## src/verilog/calc_pkg.sv

```systemverilog
// calculator widths, button and switch indices, phase and cursor codes, segment table
`default_nettype none

package calc_pkg;

    localparam int DIGIT_WIDTH   = 4;
    localparam int ENTRY_DIGITS  = 3;
    localparam int OPERAND_WIDTH = 10;
    localparam int MAG_WIDTH     = 20;
    localparam int RESULT_DIGITS = 6;

    // buttons, lower index wins except left
    localparam int BUTTON_WIDTH = 5;
    localparam int BTN_MID   = 0;
    localparam int BTN_UP    = 1;
    localparam int BTN_DOWN  = 2;
    localparam int BTN_RIGHT = 3;
    localparam int BTN_LEFT  = 4;

    localparam int OP_WIDTH = 3;
    localparam int OP_ADD = 0;
    localparam int OP_SUB = 1;
    localparam int OP_MUL = 2;

    localparam logic [DIGIT_WIDTH-1:0] CODE_BLANK = 4'd10;
    localparam logic [DIGIT_WIDTH-1:0] CODE_MINUS = 4'd11;

    // active low, bit 0 is the decimal point
    localparam logic [7:0] SEG_TABLE [0:11] = '{
        8'b0000_0011, 8'b1001_1111, 8'b0010_0101, 8'b0000_1101,
        8'b1001_1001, 8'b0100_1001, 8'b0100_0001, 8'b0001_1111,
        8'b0000_0001, 8'b0001_1001, 8'b1111_1111, 8'b1111_1101
    };

    localparam logic [5:0] PH_IDLE    = 6'b000001;
    localparam logic [5:0] PH_INPUT_A = 6'b000010;
    localparam logic [5:0] PH_INPUT_B = 6'b000100;
    localparam logic [5:0] PH_EXE     = 6'b001000;
    localparam logic [5:0] PH_CONVERT = 6'b010000;
    localparam logic [5:0] PH_DISPLAY = 6'b100000;

    // left shifts the cursor one bit up
    localparam logic [3:0] CUR_DIGIT0 = 4'b0001;
    localparam logic [3:0] CUR_DIGIT1 = 4'b0010;
    localparam logic [3:0] CUR_DIGIT2 = 4'b0100;
    localparam logic [3:0] CUR_SIGN   = 4'b1000;

    localparam int DEBOUNCE_BITS_DEFAULT = 16;
    localparam int SCAN_BITS_DEFAULT     = 10;

endpackage

`default_nettype wire

```

## src/verilog/bin_to_bcd.sv

```systemverilog
// sequential shift-and-add-three binary to decimal converter
`timescale 1ns/1ns
`default_nettype none

module bin_to_bcd (
    input  logic                                                    clk,
    input  logic                                                    rst_n,
    input  logic                                                    start,
    input  logic [calc_pkg::MAG_WIDTH-1:0]                          magnitude,
    output logic [calc_pkg::RESULT_DIGITS*calc_pkg::DIGIT_WIDTH-1:0] bcd,
    output logic                                                    done
);

    localparam int BCD_W = calc_pkg::RESULT_DIGITS * calc_pkg::DIGIT_WIDTH;
    localparam int IDX_W = $clog2(calc_pkg::MAG_WIDTH);

    logic [BCD_W-1:0] src, adjusted;
    logic [IDX_W-1:0] bit_idx, idx;
    logic             busy, bit_in;

    // the start cycle already shifts in the top bit
    always_comb begin
        src = start ? '0 : bcd;
        idx = start ? '0 : bit_idx;
        for (int k = 0; k < calc_pkg::RESULT_DIGITS; k++) begin
            adjusted[k*4 +: 4] = (src[k*4 +: 4] >= 4'd5) ? src[k*4 +: 4] + 4'd3 : src[k*4 +: 4];
        end
        bit_in = magnitude[IDX_W'(calc_pkg::MAG_WIDTH - 1) - idx];
    end

    always_ff @(posedge clk) begin
        if (start || busy) bcd <= {adjusted[BCD_W-2:0], bit_in};
    end

    always_ff @(posedge clk) begin
        if (!rst_n) begin
            busy    <= 1'b0;
            bit_idx <= '0;
            done    <= 1'b0;
        end else begin
            done <= 1'b0;
            if (start) begin
                busy    <= 1'b1;
                bit_idx <= IDX_W'(1);
            end else if (busy) begin
                bit_idx <= bit_idx + 1'b1;
                if (bit_idx == IDX_W'(calc_pkg::MAG_WIDTH - 1)) begin
                    busy <= 1'b0;
                    done <= 1'b1;
                end
            end
        end
    end

endmodule

`default_nettype wire

```

## src/verilog/button_conditioner.sv

```systemverilog
// button synchronizer, debouncer, priority qualifier and press-edge detector
`timescale 1ns/1ns
`default_nettype none

module button_conditioner #(
    parameter int debounce_bits = calc_pkg::DEBOUNCE_BITS_DEFAULT
) (
    input  logic                              clk,
    input  logic                              rst_n,
    input  logic [calc_pkg::BUTTON_WIDTH-1:0] board_cal_button,
    output logic [calc_pkg::BUTTON_WIDTH-1:0] button_pulse
);

    logic [calc_pkg::BUTTON_WIDTH-1:0] sync1, sync2, last, stable, qual, qual_q;
    logic [debounce_bits-1:0]          stable_cnt;
    logic                              lower;

    always_ff @(posedge clk) begin
        if (!rst_n) begin
            sync1      <= '0;
            sync2      <= '0;
            last       <= '0;
            stable     <= '0;
            stable_cnt <= '0;
            qual_q     <= '0;
        end else begin
            sync1  <= board_cal_button;
            sync2  <= sync1;
            last   <= sync2;
            qual_q <= qual;
            // any change restarts the count
            if (sync2 != last) begin
                stable_cnt <= '0;
            end else if (&stable_cnt) begin
                stable <= last;
            end else begin
                stable_cnt <= stable_cnt + 1'b1;
            end
        end
    end

    always_comb begin
        lower = 1'b0;
        for (int i = 0; i < calc_pkg::BUTTON_WIDTH; i++) begin
            qual[i] = stable[i] & (~lower | (i == calc_pkg::BTN_LEFT));
            lower   = lower | stable[i];
        end
    end

    assign button_pulse = qual & ~qual_q;

endmodule

`default_nettype wire

```

## src/verilog/calc_control.sv

```systemverilog
// main phase machine, operand strobes, conversion start and display page counter
`timescale 1ns/1ns
`default_nettype none

module calc_control (
    input  logic       clk,
    input  logic       rst_n,
    input  logic       mid,
    input  logic       bcd_done,
    input  logic       bcd_upper_nonzero,
    input  logic       invalid,
    output logic       in_input_a,
    output logic       in_input_b,
    output logic       in_exe,
    output logic       in_display,
    output logic       clear_entry,
    output logic       capture_a,
    output logic       capture_b,
    output logic       bcd_start,
    output logic       window_high,
    output logic       exe_done,
    output logic [2:0] display_stage
);

    logic [5:0] phase, phase_next;
    logic       page;
    logic       last_page;

    assign in_input_a = (phase == calc_pkg::PH_INPUT_A);
    assign in_input_b = (phase == calc_pkg::PH_INPUT_B);
    assign in_exe     = (phase == calc_pkg::PH_EXE);
    assign in_display = (phase == calc_pkg::PH_DISPLAY);

    // an invalid result has a single page
    assign last_page = invalid | ~bcd_upper_nonzero | page;

    always_comb begin
        phase_next = phase;
        unique case (phase)
            calc_pkg::PH_IDLE:    phase_next = calc_pkg::PH_INPUT_A;
            calc_pkg::PH_INPUT_A: if (mid) phase_next = calc_pkg::PH_INPUT_B;
            calc_pkg::PH_INPUT_B: if (mid) phase_next = calc_pkg::PH_EXE;
            calc_pkg::PH_EXE:     phase_next = calc_pkg::PH_CONVERT;
            calc_pkg::PH_CONVERT: if (bcd_done) phase_next = calc_pkg::PH_DISPLAY;
            calc_pkg::PH_DISPLAY: if (mid && last_page) phase_next = calc_pkg::PH_INPUT_A;
            default:              phase_next = calc_pkg::PH_IDLE;
        endcase
    end

    always_ff @(posedge clk) begin
        if (!rst_n) begin
            phase     <= calc_pkg::PH_IDLE;
            page      <= 1'b0;
            bcd_start <= 1'b0;
        end else begin
            phase <= phase_next;
            // exe lasts one cycle, so start lands on the first convert cycle
            bcd_start <= in_exe;
            if (phase == calc_pkg::PH_CONVERT) begin
                page <= 1'b0;
            end else if (in_display && mid && !last_page) begin
                page <= 1'b1;
            end
        end
    end

    assign clear_entry = (phase_next != phase) &&
                         (phase_next == calc_pkg::PH_INPUT_A ||
                          phase_next == calc_pkg::PH_INPUT_B);
    assign capture_a     = in_input_a & mid;
    assign capture_b     = in_input_b & mid;
    assign window_high   = bcd_upper_nonzero & ~page;
    assign exe_done      = in_display;
    assign display_stage = {2'b00, page} + 3'd1;

endmodule

`default_nettype wire

```

## src/verilog/calc_top.sv

```systemverilog
// calculator top level connecting buttons, entry, control, alu, converter and display
`timescale 1ns/1ns
`default_nettype none

module calc_top #(
    parameter int debounce_bits = calc_pkg::DEBOUNCE_BITS_DEFAULT,
    parameter int scan_bits     = calc_pkg::SCAN_BITS_DEFAULT
) (
    input  logic                              clk,
    input  logic                              rst_n,
    input  logic [calc_pkg::BUTTON_WIDTH-1:0] board_cal_button,
    input  logic [calc_pkg::OP_WIDTH-1:0]     board_cal_switchs,
    output logic [3:0]                        cal_board_digit_ctrl,
    output logic [7:0]                        cal_board_digit_seg,
    output logic                              cal_board_exe_done,
    output logic [2:0]                        cal_board_display_stage
);

    localparam int BCD_W = calc_pkg::RESULT_DIGITS * calc_pkg::DIGIT_WIDTH;

    logic [calc_pkg::BUTTON_WIDTH-1:0] button_pulse;
    logic [calc_pkg::DIGIT_WIDTH-1:0]  digit0, digit1, digit2;
    logic [calc_pkg::MAG_WIDTH-1:0]    magnitude;
    logic [BCD_W-1:0]                  bcd;
    logic in_input_a, in_input_b, in_input, in_exe, in_display;
    logic clear_entry, capture_a, capture_b, bcd_start, bcd_done;
    logic negative, result_negative, invalid, window_high, bcd_upper_nonzero;

    assign in_input = in_input_a | in_input_b;
    // a second page is needed when the upper three digits are not all zero
    assign bcd_upper_nonzero = |bcd[BCD_W-1:calc_pkg::ENTRY_DIGITS*calc_pkg::DIGIT_WIDTH];

    button_conditioner #(.debounce_bits(debounce_bits)) u_buttons (
        .clk(clk), .rst_n(rst_n),
        .board_cal_button(board_cal_button),
        .button_pulse(button_pulse)
    );

    operand_entry u_entry (
        .clk(clk), .rst_n(rst_n),
        .active(in_input), .clear_entry(clear_entry),
        .left(button_pulse[calc_pkg::BTN_LEFT]), .right(button_pulse[calc_pkg::BTN_RIGHT]),
        .up(button_pulse[calc_pkg::BTN_UP]), .down(button_pulse[calc_pkg::BTN_DOWN]),
        .digit0(digit0), .digit1(digit1), .digit2(digit2), .negative(negative)
    );

    calc_control u_control (
        .clk(clk), .rst_n(rst_n),
        .mid(button_pulse[calc_pkg::BTN_MID]), .bcd_done(bcd_done),
        .bcd_upper_nonzero(bcd_upper_nonzero), .invalid(invalid),
        .in_input_a(in_input_a), .in_input_b(in_input_b),
        .in_exe(in_exe), .in_display(in_display),
        .clear_entry(clear_entry), .capture_a(capture_a), .capture_b(capture_b),
        .bcd_start(bcd_start), .window_high(window_high),
        .exe_done(cal_board_exe_done), .display_stage(cal_board_display_stage)
    );

    operand_alu u_alu (
        .clk(clk), .rst_n(rst_n),
        .capture_a(capture_a), .capture_b(capture_b), .execute(in_exe),
        .digit0(digit0), .digit1(digit1), .digit2(digit2), .negative(negative),
        .switches(board_cal_switchs),
        .result_negative(result_negative), .magnitude(magnitude), .invalid(invalid)
    );

    bin_to_bcd u_bcd (
        .clk(clk), .rst_n(rst_n),
        .start(bcd_start), .magnitude(magnitude),
        .bcd(bcd), .done(bcd_done)
    );

    display_scan #(.scan_bits(scan_bits)) u_display (
        .clk(clk), .rst_n(rst_n),
        .in_input(in_input), .in_display(in_display), .invalid(invalid),
        .digit0(digit0), .digit1(digit1), .digit2(digit2), .entry_negative(negative),
        .bcd(bcd), .result_negative(result_negative), .window_high(window_high),
        .digit_ctrl(cal_board_digit_ctrl), .digit_seg(cal_board_digit_seg)
    );

endmodule

`default_nettype wire

```

## src/verilog/display_scan.sv

```systemverilog
// scan tick, digit rotation, digit code selection and segment encoding
`timescale 1ns/1ns
`default_nettype none

module display_scan #(
    parameter int scan_bits = calc_pkg::SCAN_BITS_DEFAULT
) (
    input  logic                                                    clk,
    input  logic                                                    rst_n,
    input  logic                                                    in_input,
    input  logic                                                    in_display,
    input  logic                                                    invalid,
    input  logic [calc_pkg::DIGIT_WIDTH-1:0]                        digit0,
    input  logic [calc_pkg::DIGIT_WIDTH-1:0]                        digit1,
    input  logic [calc_pkg::DIGIT_WIDTH-1:0]                        digit2,
    input  logic                                                    entry_negative,
    input  logic [calc_pkg::RESULT_DIGITS*calc_pkg::DIGIT_WIDTH-1:0] bcd,
    input  logic                                                    result_negative,
    input  logic                                                    window_high,
    output logic [3:0]                                              digit_ctrl,
    output logic [7:0]                                              digit_seg
);

    logic [scan_bits-1:0]              tick_cnt;
    logic [1:0]                        pos;
    logic [2:0]                        bcd_idx;
    logic                              enable, sign_neg;
    logic [calc_pkg::DIGIT_WIDTH-1:0]  code;

    always_ff @(posedge clk) begin
        if (!rst_n) begin
            tick_cnt <= '0;
            pos      <= '0;
        end else begin
            tick_cnt <= tick_cnt + 1'b1;
            if (&tick_cnt) pos <= pos + 2'd1;
        end
    end

    always_comb begin
        enable   = in_input | (in_display & ~invalid);
        sign_neg = in_input ? entry_negative : result_negative;
        bcd_idx  = {1'b0, pos} + (window_high ? 3'(calc_pkg::ENTRY_DIGITS) : 3'd0);
        code     = calc_pkg::CODE_BLANK;
        if (!enable) begin
            code = calc_pkg::CODE_BLANK;
        end else if (pos == 2'(calc_pkg::ENTRY_DIGITS)) begin
            // sign sits in the leftmost position
            code = sign_neg ? calc_pkg::CODE_MINUS : calc_pkg::CODE_BLANK;
        end else if (in_input) begin
            unique case (pos)
                2'd0:    code = digit0;
                2'd1:    code = digit1;
                default: code = digit2;
            endcase
        end else begin
            code = bcd[bcd_idx*calc_pkg::DIGIT_WIDTH +: calc_pkg::DIGIT_WIDTH];
        end
    end

    assign digit_ctrl = enable ? ~(4'b0001 << pos) : 4'b1111;
    assign digit_seg  = (code <= calc_pkg::CODE_MINUS) ? calc_pkg::SEG_TABLE[code] : 8'hFF;

endmodule

`default_nettype wire

```

## src/verilog/operand_alu.sv

```systemverilog
// operand capture, decimal to binary conversion, operation decode and result register
`timescale 1ns/1ns
`default_nettype none

module operand_alu (
    input  logic                              clk,
    input  logic                              rst_n,
    input  logic                              capture_a,
    input  logic                              capture_b,
    input  logic                              execute,
    input  logic [calc_pkg::DIGIT_WIDTH-1:0]  digit0,
    input  logic [calc_pkg::DIGIT_WIDTH-1:0]  digit1,
    input  logic [calc_pkg::DIGIT_WIDTH-1:0]  digit2,
    input  logic                              negative,
    input  logic [calc_pkg::OP_WIDTH-1:0]     switches,
    output logic                              result_negative,
    output logic [calc_pkg::MAG_WIDTH-1:0]    magnitude,
    output logic                              invalid
);

    logic [calc_pkg::OPERAND_WIDTH-1:0] entry_value, a_mag, b_mag;
    logic                               a_neg, b_neg;
    logic [calc_pkg::OP_WIDTH-1:0]      sw_q;
    logic signed [calc_pkg::MAG_WIDTH:0] a_val, b_val, result, abs_result;

    // hundreds, tens, units
    assign entry_value = digit2 * 7'd100 + digit1 * 4'd10 + digit0;

    always_comb begin
        a_val = (calc_pkg::MAG_WIDTH + 1)'(a_mag);
        b_val = (calc_pkg::MAG_WIDTH + 1)'(b_mag);
        if (a_neg) a_val = -a_val;
        if (b_neg) b_val = -b_val;
        // lowest switch index wins
        if (sw_q[calc_pkg::OP_ADD]) begin
            result = a_val + b_val;
        end else if (sw_q[calc_pkg::OP_SUB]) begin
            result = a_val - b_val;
        end else begin
            result = a_val * b_val;
        end
        abs_result = (result < 0) ? -result : result;
    end

    always_ff @(posedge clk) begin
        if (capture_a) begin
            a_mag <= entry_value;
            a_neg <= negative;
        end
        if (capture_b) begin
            b_mag <= entry_value;
            b_neg <= negative;
            sw_q  <= switches;
        end
        if (execute) magnitude <= abs_result[calc_pkg::MAG_WIDTH-1:0];
    end

    always_ff @(posedge clk) begin
        if (!rst_n) begin
            result_negative <= 1'b0;
            invalid         <= 1'b0;
        end else if (execute) begin
            result_negative <= (result < 0);
            invalid         <= ~|sw_q;
        end
    end

endmodule

`default_nettype wire

```

## src/verilog/operand_entry.sv

```systemverilog
// cursor machine with editable digit and sign registers
`timescale 1ns/1ns
`default_nettype none

module operand_entry (
    input  logic                             clk,
    input  logic                             rst_n,
    input  logic                             active,
    input  logic                             clear_entry,
    input  logic                             left,
    input  logic                             right,
    input  logic                             up,
    input  logic                             down,
    output logic [calc_pkg::DIGIT_WIDTH-1:0] digit0,
    output logic [calc_pkg::DIGIT_WIDTH-1:0] digit1,
    output logic [calc_pkg::DIGIT_WIDTH-1:0] digit2,
    output logic                             negative
);

    logic [3:0] cursor;

    // up and down wrap modulo ten
    function automatic logic [calc_pkg::DIGIT_WIDTH-1:0] step(
        input logic [calc_pkg::DIGIT_WIDTH-1:0] d,
        input logic                             inc
    );
        if (inc) begin
            return (d == 4'd9) ? 4'd0 : d + 4'd1;
        end
        return (d == 4'd0) ? 4'd9 : d - 4'd1;
    endfunction

    always_ff @(posedge clk) begin
        if (!rst_n || clear_entry) begin
            cursor   <= calc_pkg::CUR_DIGIT0;
            digit0   <= '0;
            digit1   <= '0;
            digit2   <= '0;
            negative <= 1'b0;
        end else if (active) begin
            if (left && cursor != calc_pkg::CUR_SIGN) begin
                cursor <= cursor << 1;
            end else if (right && cursor != calc_pkg::CUR_DIGIT0) begin
                cursor <= cursor >> 1;
            end
            if (up || down) begin
                unique case (cursor)
                    calc_pkg::CUR_DIGIT0: digit0 <= step(digit0, up);
                    calc_pkg::CUR_DIGIT1: digit1 <= step(digit1, up);
                    calc_pkg::CUR_DIGIT2: digit2 <= step(digit2, up);
                    default:              negative <= ~negative;
                endcase
            end
        end
    end

endmodule

`default_nettype wire

```

## config.mk

```make
export PLATFORM = sky130hd
export DESIGN_NAME = calc_top
export DESIGN_NICKNAME = d
export VERILOG_FILES = /design/src/verilog/calc_pkg.sv /design/src/verilog/bin_to_bcd.sv /design/src/verilog/button_conditioner.sv /design/src/verilog/calc_control.sv /design/src/verilog/calc_top.sv /design/src/verilog/display_scan.sv /design/src/verilog/operand_alu.sv /design/src/verilog/operand_entry.sv
export SDC_FILE = /design/constraint.sdc
export NUM_CORES = 1
export LEC_CHECK = 0
export BUFFER_PORTS_ARGS = -buffer_cell sky130_fd_sc_hd__buf_4
export CAP_MARGIN = 25
export CORE_MARGIN = 1.5
export CORE_UTILIZATION = 25
export CTS_CLUSTER_SIZE = 8
export DETAILED_ROUTE_END_ITERATION = 10
export PLACE_DENSITY = 0.41
export SLEW_MARGIN = 40
export SYNTH_ARGS = -nofsm -noshare
export SYNTH_HDL_FRONTEND = slang
export SYNTH_SLANG_ARGS = --single-unit
```

## constraint.sdc

```tcl
create_clock -name clk -period 15.85 [get_ports clk]
set_input_delay 0.7925 -clock clk [delete_from_list [all_inputs] [get_ports clk]]
set_output_delay 0.7925 -clock clk [all_outputs]
set_load 0.05 [all_outputs]
```

# [Word level (Yosys, flattened, before mapping)]
# Memory sizes are Yosys's and may differ from the RTL's.
# Cells that the tools add are included.
[op_classes] n_reduce_logical=34 order_cmp=10 n_eq_ne=21 addsub=26 muxes=64 shifts=2 n_bitwise=28 n_mul=3
[ops] cell="two-way mux 4 bit" count=23
[ops] cell="two-way mux 21 bit" count=4
[ops] cell="negator 10 -> 21 bit" count=2
[ops] cell="case mux 6 bit (6 select lines)" count=1
[ops] cell="greater-or-equal comparator 4 x 3 -> 1 bit (second input constant)" count=6
[ops] cell="two-way mux 24 bit" count=1
[ops] cell="two-way mux 6 bit" count=4
[ops] cell="two-way mux 8 bit" count=3
[ops] cell="indexed part select 24 x 6 -> 4 bit" count=1
[ops] cell="two-way mux 1 bit" count=22
[ops] cell="adder 21 bit" count=1
[ops] cell="< comparator 21 x 1 -> 1 bit (second input constant)" count=1
[ops] cell="multiplier 21 x 21 -> 21 bit" count=1
[ops] cell="subtractor 21 bit" count=1
[ops] cell="adder 4 x 2 -> 4 bit (second input constant)" count=5
[ops] cell="two-way mux 20 bit" count=1
[ops] cell="negator 20 bit" count=1
[ops] cell="AND reduction 17 bit" count=1
[ops] cell="adder 16 x 1 -> 16 bit (second input constant)" count=1
[ops] cell="AND reduction 16 bit" count=1
[ops] cell="adder 4 x 1 -> 4 bit (second input constant)" count=3
[ops] cell="equality test 4 bit (second input constant)" count=3
[ops] cell="equality test 6 x 2 -> 1 bit (second input constant)" count=2
[ops] cell="equality test 6 x 3 -> 1 bit (second input constant)" count=2
[ops] cell="54 further kinds" count=97
[word_totals] romBits=128 inputBits=10 reg_bits=156 word_cells=218 n_memories=1 output_inout_bits=16
[memory_table] name="(no name shown)" depth=16 word_bits=8 rd=1 rd_clocked_by_memory_dff=0 write_ports=0 line="display_scan.sv:62" text="assign digit_seg = (code <= calc_pkg::CODE_MINUS) ? calc_pkg::SEG_TABLE[code] : 8'hFF;"

# [Depth between registers and ports, before layout]
# Gate-level depths: netlist of the first run.
[depth] ltp_word=14 mapped_depth=36 depth_no_buf=33

# [Modules after synthesis]
# From an unflattened synthesis of the first run, not the netlist that was laid out.
[unflattened] cells_unflattened=2174 hier_area_um2=18636.6
[modules_own_cells] module="operand_alu" cells_per_inst=1425 seq_area_each_um2=1391.3 area_per_inst_um2=12055.3 instances=1
[modules_own_cells] module="bin_to_bcd" cells_per_inst=219 seq_area_each_um2=860.8 area_per_inst_um2=2005.7 instances=1
[modules_own_cells] module="button_conditioner" cells_per_inst=182 seq_area_each_um2=820.8 area_per_inst_um2=1707.9 instances=1
[modules_own_cells] module="display_scan" cells_per_inst=140 seq_area_each_um2=240.2 area_per_inst_um2=1189.9 instances=1
[modules_own_cells] module="operand_entry" cells_per_inst=142 seq_area_each_um2=340.3 area_per_inst_um2=1118.6 instances=1
[modules_own_cells] module="calc_control" cells_per_inst=61 seq_area_each_um2=160.2 area_per_inst_um2=529.3 instances=1
[modules_own_cells] module="calc_top" cells_per_inst=5 seq_area_each_um2=0.0 area_per_inst_um2=30.0 instances=1

# [Worst setup path before layout of the first run]
# Ideal clock, no wire load.
[synth_path] path_type="register to register" from="register u_alu.a_mag[0] (netlist name)" to="register u_alu.magnitude[9] (netlist name) (data pin)" stages_incl_launch_ff=37 arrival_time_ns=8.519 t_required_ns=15.582 n_path_buf=3 setup_slack_ns=7.063 setup_time_ns=0.268 synth_period_minus_slack_ns=8.787 path_cell_list="edfxtp_1 -> inv_1 -> clkbuf_1 -> ha_1 -> or3b_2 -> clkbuf_1 -> o31ai_1 -> xor2_1 -> clkinv_1 -> ha_1 -> inv_1 -> fa_1 -> inv_1 -> fa_1 -> inv_1 -> fa_1 -> inv_1 -> fa_1 -> inv_1 -> fa_1 -> inv_1 -> fa_1 -> inv_1 -> fa_1 -> inv_1 -> ha_1 -> o2111a_1 -> o41a_1 -> o221ai_1 -> o21ai_0 -> a31oi_1 -> xnor3_1 -> nor2_1 -> a221oi_2 -> buf_4 -> a21bo_2 -> xnor2_2"
[synth_between] elab_chain_cells=7 word_cells_on_any_way=10 classes_between="4 x add/sub; 1 x mul; 1 x order compare; 4 x mux"
[synth_rtl] item="start, declared" line="operand_alu.sv:21" text="logic [calc_pkg::OPERAND_WIDTH-1:0] entry_value, a_mag, b_mag;"
[synth_rtl] item="start signal, assigned" line="operand_alu.sv:47" text="a_mag <= entry_value;"
[synth_rtl] item="negator 10 -> 21 bit" line="operand_alu.sv:32" text="if (a_neg) a_val = -a_val;"
[synth_rtl] item="two-way mux 21 bit *" line="operand_alu.sv:32"
[synth_rtl] item="multiplier 21 x 21 -> 21 bit / subtractor 21 bit (equally long branches)" line="operand_alu.sv:40, operand_alu.sv:38"
[synth_rtl] item="two-way mux 21 bit" line="operand_alu.sv:37" text="end else if (sw_q[calc_pkg::OP_SUB]) begin"
[synth_rtl] item="two-way mux 21 bit *" line="operand_alu.sv:35" text="if (sw_q[calc_pkg::OP_ADD]) begin"
[synth_rtl] item="negator 20 bit / < comparator 21 x 1 -> 1 bit (equally long branches)" line="operand_alu.sv:42" text="abs_result = (result < 0) ? -result : result;"
[synth_rtl] item="two-way mux 20 bit *" line="operand_alu.sv:42"
[synth_rtl] item="named net u_alu.abs_result (one bit)" line="operand_alu.sv:24" text="logic signed [calc_pkg::MAG_WIDTH:0] a_val, b_val, result, abs_result;"
[synth_rtl] item="end signal, assigned" line="operand_alu.sv:55" text="if (execute) magnitude <= abs_result[calc_pkg::MAG_WIDTH-1:0];"
[synth_rtl] item="end, declared" line="operand_alu.sv:17" text="output logic [calc_pkg::MAG_WIDTH-1:0] magnitude,"
# Mark *: on every way through the listed nets, which the timed path passes. The rest lies on a longest branch.
# A chain may end at the register's enable or synchronous reset.

# [Final worst setup path of the first run]
# Same ends and word-level chain as after synthesis.

==> metrics.cfg, run 1 <==
[sta]
skew_ns=0.01283
grt_setup_unrepaired=false
setup_viol=0
tns_ns=0
hold-worst-slack_ns=0.4332
max_freq_ghz=0.09123
finalCriticalPeriod_ns=10.96
finalHoldViolations=0
slew_headroom_pct=40.40
finalCritPeriodShare_pct=69.15
tightestPinTransition_ns=0.8930
maxSlewViolCount=0

[die]
ios=26
start_util_pct=25.34
coreArea_mm2=0.07173
die_w_um=272.7
die_y_um=272.7
die_area_mm2=0.07434
rows=98

[global_route]
gr-total-overflow=0
grt_max_degree=45
antenna_found_initial=0
grt_use_met1_pct=19.05
grt_use_met2_pct=23.78
use_met3_pct=1.081
grt-busiest-layer=met2
grt.total_usage_pct=13.91
grt_pass1_vias=14590
grt_pass1_wl_um=81930

[synth]
synthDistinctLibCells=84
yosys-top-cells-area=fa_1 (18%), ha_1 (12%), edfxtp_1 (11%)
synth.top_cell.area_share_pct=17.95
synth_warnings=0
syn_inst=2125
synth.net_count=2479
synth_edf_count=69
synth_area_leader_cell=fa_1
ys.flop_type=dfxtp_1
avgSynthCellArea_um2=8.555
synthArstFlopShare_pct=0
yosysSeqAreaShare_pct=20.98
syn_area_mm2=0.01818
ys_seq_elements=156

[routing]
dr_total_vias=14100
drtIter0Drc=942
wl_per_cell_um=16.42
drc=0
viasPerCell=4.583
antenna_left=0
dr.pass1.iters=5
routed_wl_um=50520

[setup_path]
criticalPathCategory=flop to flop
crit_fanout=21
crit_slowest_cell=inv_1
crit_path_max_incr_delay_ns=0.70
cp.arrival_ns=11.12
critPathCaptureType=flop
startpoint_type=flop
cpMostUsedCell=inv_1
required_ns=16.01

[layout]
mostFrequentLayoutCell=inv_1
synthToLayoutAreaGrowth_pct=9.897
layout-drive-gt1-share_pct=5.362
antennaDiodeCount=0
finish.utilization_pct=27.85
regArea_mm2=0.003814
num-fill-cells=7808
layout_common_cells=inv_1 (374), nor2_1 (213), nand2_1 (196), ha_1 (181), fa_1 (163)
nets=2467
multiInputGateArea_mm2=0.01262

[power_and_ir_drop]
peakVddDrop_uv=55.14
p_leak_nw=9.191
power_density_mw_per_mm2=43.81

[clock_tree]
cts.path.max_buffers=2
cts_sinks=156
cts_tree=yes
cts-root-buf=clkbuf_16
cts.repair.resized=0
htreeDepth=4
clkLatencyLatePin_ns=0.43
cts_buffers=17
cts_setup_buffers=0
holdBufCountCts=0
clk_pin_slew_ns=0.07

[placement]
dp_hpwl_um=40490
io_buffers=23
gp_congestion=0.8347

[hold_path]
holdCritPathClass=flop to flop

[status]
status=complete, no violations

[job]
maxCapViolations=0

[path summary, 6_finish.rpt]
kind | from | end | slack, ns | cells after the start
worst min-delay path | u_buttons.sync1[0]$_SDFF_PN0_ | u_buttons.sync2[0]$_SDFF_PN0_ | 0.43 | 1
worst max register to register | u_alu.a_mag[0]$_DFFE_PP_ | u_alu.magnitude[9]$_DFFE_PP_ | 4.89 | 34
worst max-delay path | u_alu.a_mag[0]$_DFFE_PP_ | u_alu.magnitude[9]$_DFFE_PP_ | 4.89 | 34
worst min register to register | u_buttons.sync1[0]$_SDFF_PN0_ | u_buttons.sync2[0]$_SDFF_PN0_ | 0.43 | 1
[stage by stage]
stage	total power, W	cells	cell area, um^2	setup slack, ns
CTS	0.0008918	3075	19970	4.965
detailed placement	0.0004741	3043	19380	4.991
global placement	0.0004739	3043	19370	5.055
finish	0.0008752	3076	19980	4.889
floorplan	0.0004623	2125	18180	7.063
global route	0.0009116	3076	19980	4.443
[cell type report]
cell class                      instances  area share, %
Inverter                              388          7.303
Tap cell                              950          5.950
Timing Repair Buffer                   40          1.522
Clock buffer                           19          2.324
Sequential cell                       156          19.09
Clock inverter                         13         0.6263
Multi-Input combinational cell       1510          63.19
[flip-flops by register name (all words and copies together) (netlist names), 2 cells and up]
signal	count
u_buttons.stable	5
u_entry.cursor	4
u_bcd.bcd	24
u_entry.digit0	4
u_display.tick_cnt	10
u_buttons.sync2	5
u_alu.a_mag	10
u_alu.sw_q	3
u_entry.digit1	4
u_control.phase	6
u_bcd.bit_idx	5
u_display.pos	2
u_alu.magnitude	20
u_alu.b_mag	10
u_buttons.last	5
u_buttons.stable_cnt	16
u_buttons.sync1	5
u_entry.digit2	4
u_buttons.qual_q	5
[worst max-delay path, delay by kind of cell, from the launching register on]
kind	cells	cell delay (ns)
AO/OA/AOI/OAI	8	1.93
XOR/XNOR	3	0.99
adder cells (fa/ha/maj)	10	4.43
buffers and inverters	11	2.25
flip-flops	1	0.50
AND/OR/NAND/NOR	2	0.56
[synthesized netlist by cell type, drive strengths merged (5+ instances only)]
cell	count
nor4	8
nor2	214
or3	14
and3	10
o211ai	9
nor2b	21
o21ai	77
clkbuf	59
o21bai	11
o21a	10
fa	163
o221ai	6
o31a	7
xnor2	103
buf	12
clkinv	11
a21oi	93
and2	22
nor3	31
o31ai	14
mux4	5
nand2	196
mux2i	33
nand2b	36
edfxtp	69
nand3b	5
inv	377
a31oi	10
nand3	23
or2	9
a21o	16
a22oi	7
dfxtp	87
o22ai	13
xor2	59
ha	181
a211oi	12
nand4	11
[cells by family after synthesis]
logic type,after synthesis,share of synthesized area (%)
xor+xnor,165,8.301
other cells,2,0.04131
mux,41,2.622
flops,156,20.98
fa+ha+maj,344,30.41
buf+inv,459,9.622
compound gates,339,12.46
simple gates,619,15.56
[where the power goes]
group | internal [W] | switching [W] | total, W
clock network | 0.000234 | 0.000177 | 0.000411
logic | 0.0000141 | 0.0000272 | 0.0000413
registers | 0.000420 | 0.00000351 | 0.000423
[routing by layer]
| layer | up-vias | part of all wire (%) |
|---|---|---|
| met5 | - | 0 |
| met4 | 0 | 1.4 |
| met3 | 31 | 2.3 |
| met2 | 220 | 48 |
| met1 | 6972 | 48 |
| li1 | 6874 | - |
(Power assumes the default switching activity.)
==> inputs of run 2 (changes only) <==
==> constraint.sdc (replaced) <==
create_clock -name clk -period 10.7 [get_ports clk]
set_input_delay 0.535 -clock clk [delete_from_list [all_inputs] [get_ports clk]]
set_output_delay 0.535 -clock clk [all_outputs]
set_load 0.05 [all_outputs]
==> metrics.cfg, run 2 (synthesis results as in run 1) <==
[power_and_ir_drop]
peakVddDrop_uv=72.88
p_leak_nw=9.056
power_density_mw_per_mm2=64.07

[die]
coreArea_mm2=0.07173
die_y_um=272.7
rows=98
die_w_um=272.7
ios=26
die_area_mm2=0.07434
start_util_pct=25.34

[clock_tree]
cts_setup_buffers=0
cts-root-buf=clkbuf_16
holdBufCountCts=0
clkLatencyLatePin_ns=0.43
clk_pin_slew_ns=0.07
cts.repair.resized=0
cts.path.max_buffers=2
cts_tree=yes
cts_sinks=156
cts_buffers=17
htreeDepth=4

[sta]
maxSlewViolCount=0
hold-worst-slack_ns=0.3104
setup_viol=0
finalCritPeriodShare_pct=91.84
grt_setup_unrepaired=false
slew_headroom_pct=43.56
finalCriticalPeriod_ns=9.827
tns_ns=0
tightestPinTransition_ns=0.8405
max_freq_ghz=0.1018
skew_ns=0.01659
finalWorstSetupSlack_ns=0.8726
finalHoldViolations=0

[layout]
largest_register_ffs=24
largest_register=u_bcd.bcd
mostFrequentLayoutCell=inv_1
antennaDiodeCount=0
layout_common_cells=inv_1 (374), nor2_1 (214), nand2_1 (196), ha_1 (181), fa_1 (163)
fin_cells=3086
nets=2477
final_design_area_no_fill_mm2=0.02004
layout-drive-gt1-share_pct=5.712
reg_top3=u_bcd.bcd: 24 flops, u_alu.magnitude: 20 flops, u_buttons.stable_cnt: 16 flops
synthToLayoutAreaGrowth_pct=10.24

[job]
maxCapViolations=0

[placement]
io_buffers=23
place_area_mm2=0.01946
gp_congestion=0.8671
placedCellCount=3054
preCtsSetupSlack_ns=0.9391
dp_hpwl_um=41240

[setup_path]
worstSetupEndpoint=u_alu.magnitude[9]$_DFFE_PP_
criticalPathCategory=flop to flop
r2r-end=u_alu.magnitude[9]$_DFFE_PP_
rr_startpoint=u_alu.a_mag[0]$_DFFE_PP_
crit_slowest_cell=xnor2_1
crit_path_max_incr_delay_ns=0.66
startpoint_type=flop
ff2ff_path_depth=30
cp.arrival_ns=9.99
worstSetupStartpoint=u_alu.a_mag[0]$_DFFE_PP_
crit_fanout=21
required_ns=10.86
r2r_slack_ns=0.87
critPathCaptureType=flop

[global_route]
grt_pass1_vias=14330
antenna_found_initial=0
gr-total-overflow=0
grt_max_degree=45
grt_pass1_wl_um=81250
grt.total_usage_pct=13.78

[status]
status=complete, no violations

[routing]
drtIter0Drc=748
wl_per_cell_um=16.38
dr.pass1.iters=5
viasPerCell=4.530
routed_wl_um=50550
dr_total_vias=13980
drc=0
antenna_left=0

[hold_path]
holdCritPathClass=primary input to flop

## run 2: where the power goes
part | internal (W) | switching (W)
clock | 0.000336 | 0.000260
combinational | 0.0000209 | 0.0000399
sequential | 0.000622 | 0.00000534
## run 2: per-layer routing
metal  part of all wire (%)  wire length, um  GRT usage (%)
met5                      0                0              0
met4                    2.5             1275          4.137
met3                    2.0             1012          1.169
met2                     47            23760          23.18
met1                     48            24500          18.70
## run 2: final cells by class
type / count / area, um^2
Clock buffer: 23 / 501.7
Clock inverter: 9 / 73.82
Fill cell: 7799 / 51690
Inverter: 388 / 1459
Multi-Input combinational cell: 1510 / 12630
Sequential cell: 156 / 3814
Tap cell: 950 / 1189
Timing Repair Buffer: 50 / 375.4
## run 2: critical path: cells and delay by family, from the launching register on
family | cells | cell delay [ns]
buffers and inverters | 9 | 1.39
AOI/OAI and AO/OA | 5 | 1.20
DFF | 1 | 0.54
and+or+nand+nor | 3 | 0.67
xor gates and xnor gates | 3 | 1.06
adders and majority gates | 10 | 4.67
## run 2: through the flow
stage                     util [%]  total power, W
after floorplan                  -       0.0006849
after global routing         27.94        0.001336
after CTS                    27.94        0.001307
final                        27.94        0.001284
after global placement       27.14       0.0007022
after detailed placement     27.14       0.0007022
## run 2: how the worst min path moves through the flow
stage | startpoint | endpoint | slack [ns] | cells after the start
after floorplan | u_buttons.sync1[0]$_SDFF_PN0_ | u_buttons.sync2[0]$_SDFF_PN0_ | 0.41 | 1
after global placement | u_buttons.sync1[2]$_SDFF_PN0_ | u_buttons.sync2[2]$_SDFF_PN0_ | 0.42 | 1
after detailed placement | u_buttons.sync1[3]$_SDFF_PN0_ | u_buttons.sync2[3]$_SDFF_PN0_ | 0.42 | 1
after CTS | board_cal_button[2] | u_buttons.sync1[2]$_SDFF_PN0_ | 0.29 | 2
after global routing | board_cal_switchs[1] | u_alu.sw_q[1]$_DFFE_PP_ | 0.30 | 1
final | board_cal_button[2] | u_buttons.sync1[2]$_SDFF_PN0_ | 0.31 | 2
==> inputs of run 3 (changes only) <==
--- a/config.mk
+++ b/config.mk
@@ -9,6 +9,7 @@
 export CAP_MARGIN = 25
 export CORE_MARGIN = 1.5
 export CORE_UTILIZATION = 25
+export CTS_BUF_LIST = sky130_fd_sc_hd__clkbuf_4
 export CTS_CLUSTER_SIZE = 8
 export DETAILED_ROUTE_END_ITERATION = 10
 export PLACE_DENSITY = 0.41
==> metrics.cfg, run 3 (synthesis results as in run 1) <==
[status]
status=complete, no violations

[global_route]
antenna_found_initial=1
grt_max_degree=45
grt.total_usage_pct=13.75
gr-total-overflow=0
grt_pass1_vias=14300
grt_pass1_wl_um=81080

[placement]
placedCellCount=3054
gp_congestion=0.8671
io_buffers=23
dp_hpwl_um=41240

[sta]
grt_setup_unrepaired=false
setup_viol=0
finalCritPeriodShare_pct=91.74
tightestPinTransition_ns=0.8514
finalHoldViolations=0
skew_ns=0.02444
max_freq_ghz=0.1019
maxSlewViolCount=0
tns_ns=0
slew_headroom_pct=43.05
finalCriticalPeriod_ns=9.816

[clock_tree]
cts_tree=yes
holdBufCountCts=0
cts.path.max_buffers=2
clkLatencyLatePin_ns=0.57
cts_buffers=17
htreeDepth=4
cts_setup_buffers=0
cts_sinks=156
cts-root-buf=clkbuf_4
cts.repair.resized=0
clk_pin_slew_ns=0.14

[setup_path]
required_ns=11.02
cp.arrival_ns=10.13
crit_fanout=21
crit_slowest_cell=xnor2_1
criticalPathCategory=flop to flop
crit_path_max_incr_delay_ns=0.65
critPathCaptureType=flop
ff2ff_path_depth=30
startpoint_type=flop

[routing]
drc=0
met2_length_um=23720
drtIter0Drc=726
dr_total_vias=13960
dr.pass1.iters=5
viasPerCell=4.521
highest_layer=met4
routed_wl_um=50480
wl_met3_um=1077
wl_per_cell_um=16.35
m1WireLength_um=24440
antenna_left=0

[die]
die_area_mm2=0.07434
start_util_pct=25.34
die_y_um=272.7
ios=26
rows=98
die_w_um=272.7
coreArea_mm2=0.07173

[job]
maxCapViolations=0

[power_and_ir_drop]
power_density_mw_per_mm2=53.90
peakVddDrop_uv=73.27
p_leak_nw=8.937
power_w=0.001065

[layout]
fin_cells=3087
num-fill-cells=7819
layout-drive-gt1-share_pct=5.852
layout_common_cells=inv_1 (374), nor2_1 (214), nand2_1 (196), ha_1 (181), fa_1 (163)
largest_register_ffs=24
synthToLayoutAreaGrowth_pct=8.672
nets=2477
reg_top3=u_bcd.bcd: 24 flops, u_alu.magnitude: 20 flops, u_buttons.stable_cnt: 16 flops
mostFrequentLayoutCell=inv_1
largest_register=u_bcd.bcd
multiInputGateArea_mm2=0.01263
regArea_mm2=0.003814

[hold_path]
holdCritPathClass=primary input to flop
worstHoldPathCells=1

run 3: changes by cell type in the layout (fill, tap and decap cells not counted), sizes merged:
| cell | before | now |
|---|---|---|
| clkbuf | 23 | 20 |
| bufinv | 0 | 2 |
| inv | 381 | 383 |
| clkinv | 14 | 13 |
| diode | 0 | 1 |
run 3: path summary, 6_finish.rpt:
check,from,endpoint,slack (ns)
worst max register to register,u_alu.a_mag[0]$_DFFE_PP_,u_alu.magnitude[9]$_DFFE_PP_,0.88
worst max-delay path,u_alu.a_mag[0]$_DFFE_PP_,u_alu.magnitude[9]$_DFFE_PP_,0.88
worst min-delay path,board_cal_switchs[1],u_alu.sw_q[1]$_DFFE_PP_,0.17
worst min register to register,u_buttons.sync1[1]$_SDFF_PN0_,u_buttons.sync2[1]$_SDFF_PN0_,0.45
run 3: critical path: cells and delay by family, from the launching register on:
family / cells / cell delay [ns]
xor+xnor: 3 / 1.05
buf+inv: 9 / 1.38
flops: 1 / 0.57
simple gates: 3 / 0.66
fa+ha+maj: 10 / 4.67
compound gates: 5 / 1.20
run 3: layout make-up:
type / instances / share of cell area, %
sequential: 156 / 19.30
timing repair buffer: 50 / 1.900
clock buffer: 20 / 0.7600
inverter: 388 / 7.385
multi-input combinational: 1510 / 63.92
clock inverter: 12 / 0.6967
tap: 950 / 6.017
antenna: 1 / 0.01267
run 3: power breakdown:
group | switching [W] | leakage [nW] | internal (W)
logic | 0.0000398 | 7.49 | 0.0000209
clock network | 0.000227 | 0.156 | 0.000150
registers | 0.00000526 | 1.29 | 0.000622
total | 0.000272 | 8.94 | 0.000792
run 3: layer usage:
metal / up-vias / track usage (%)
li1: 6908 / -
met1: 6812 / 18.72
met2: 182 / 23.04
met3: 53 / 1.327
met4: 0 / 3.918
met5: - / 0
run 3: metrics by stage:
step           utilization (%)  setup WS, ns  area, um^2  hold slack, ns
4_1_cts                  27.54        0.9228       19750          0.1098
2_1_floorplan                -         1.913       18180          0.4119
5_1_grt                  27.54        0.4783       19760          0.1024
3_3_place_gp             27.14        0.9584       19460          0.4188
6_report                 27.54        0.8836       19760          0.1708
3_5_place_dp             27.14        0.9391       19460          0.4206
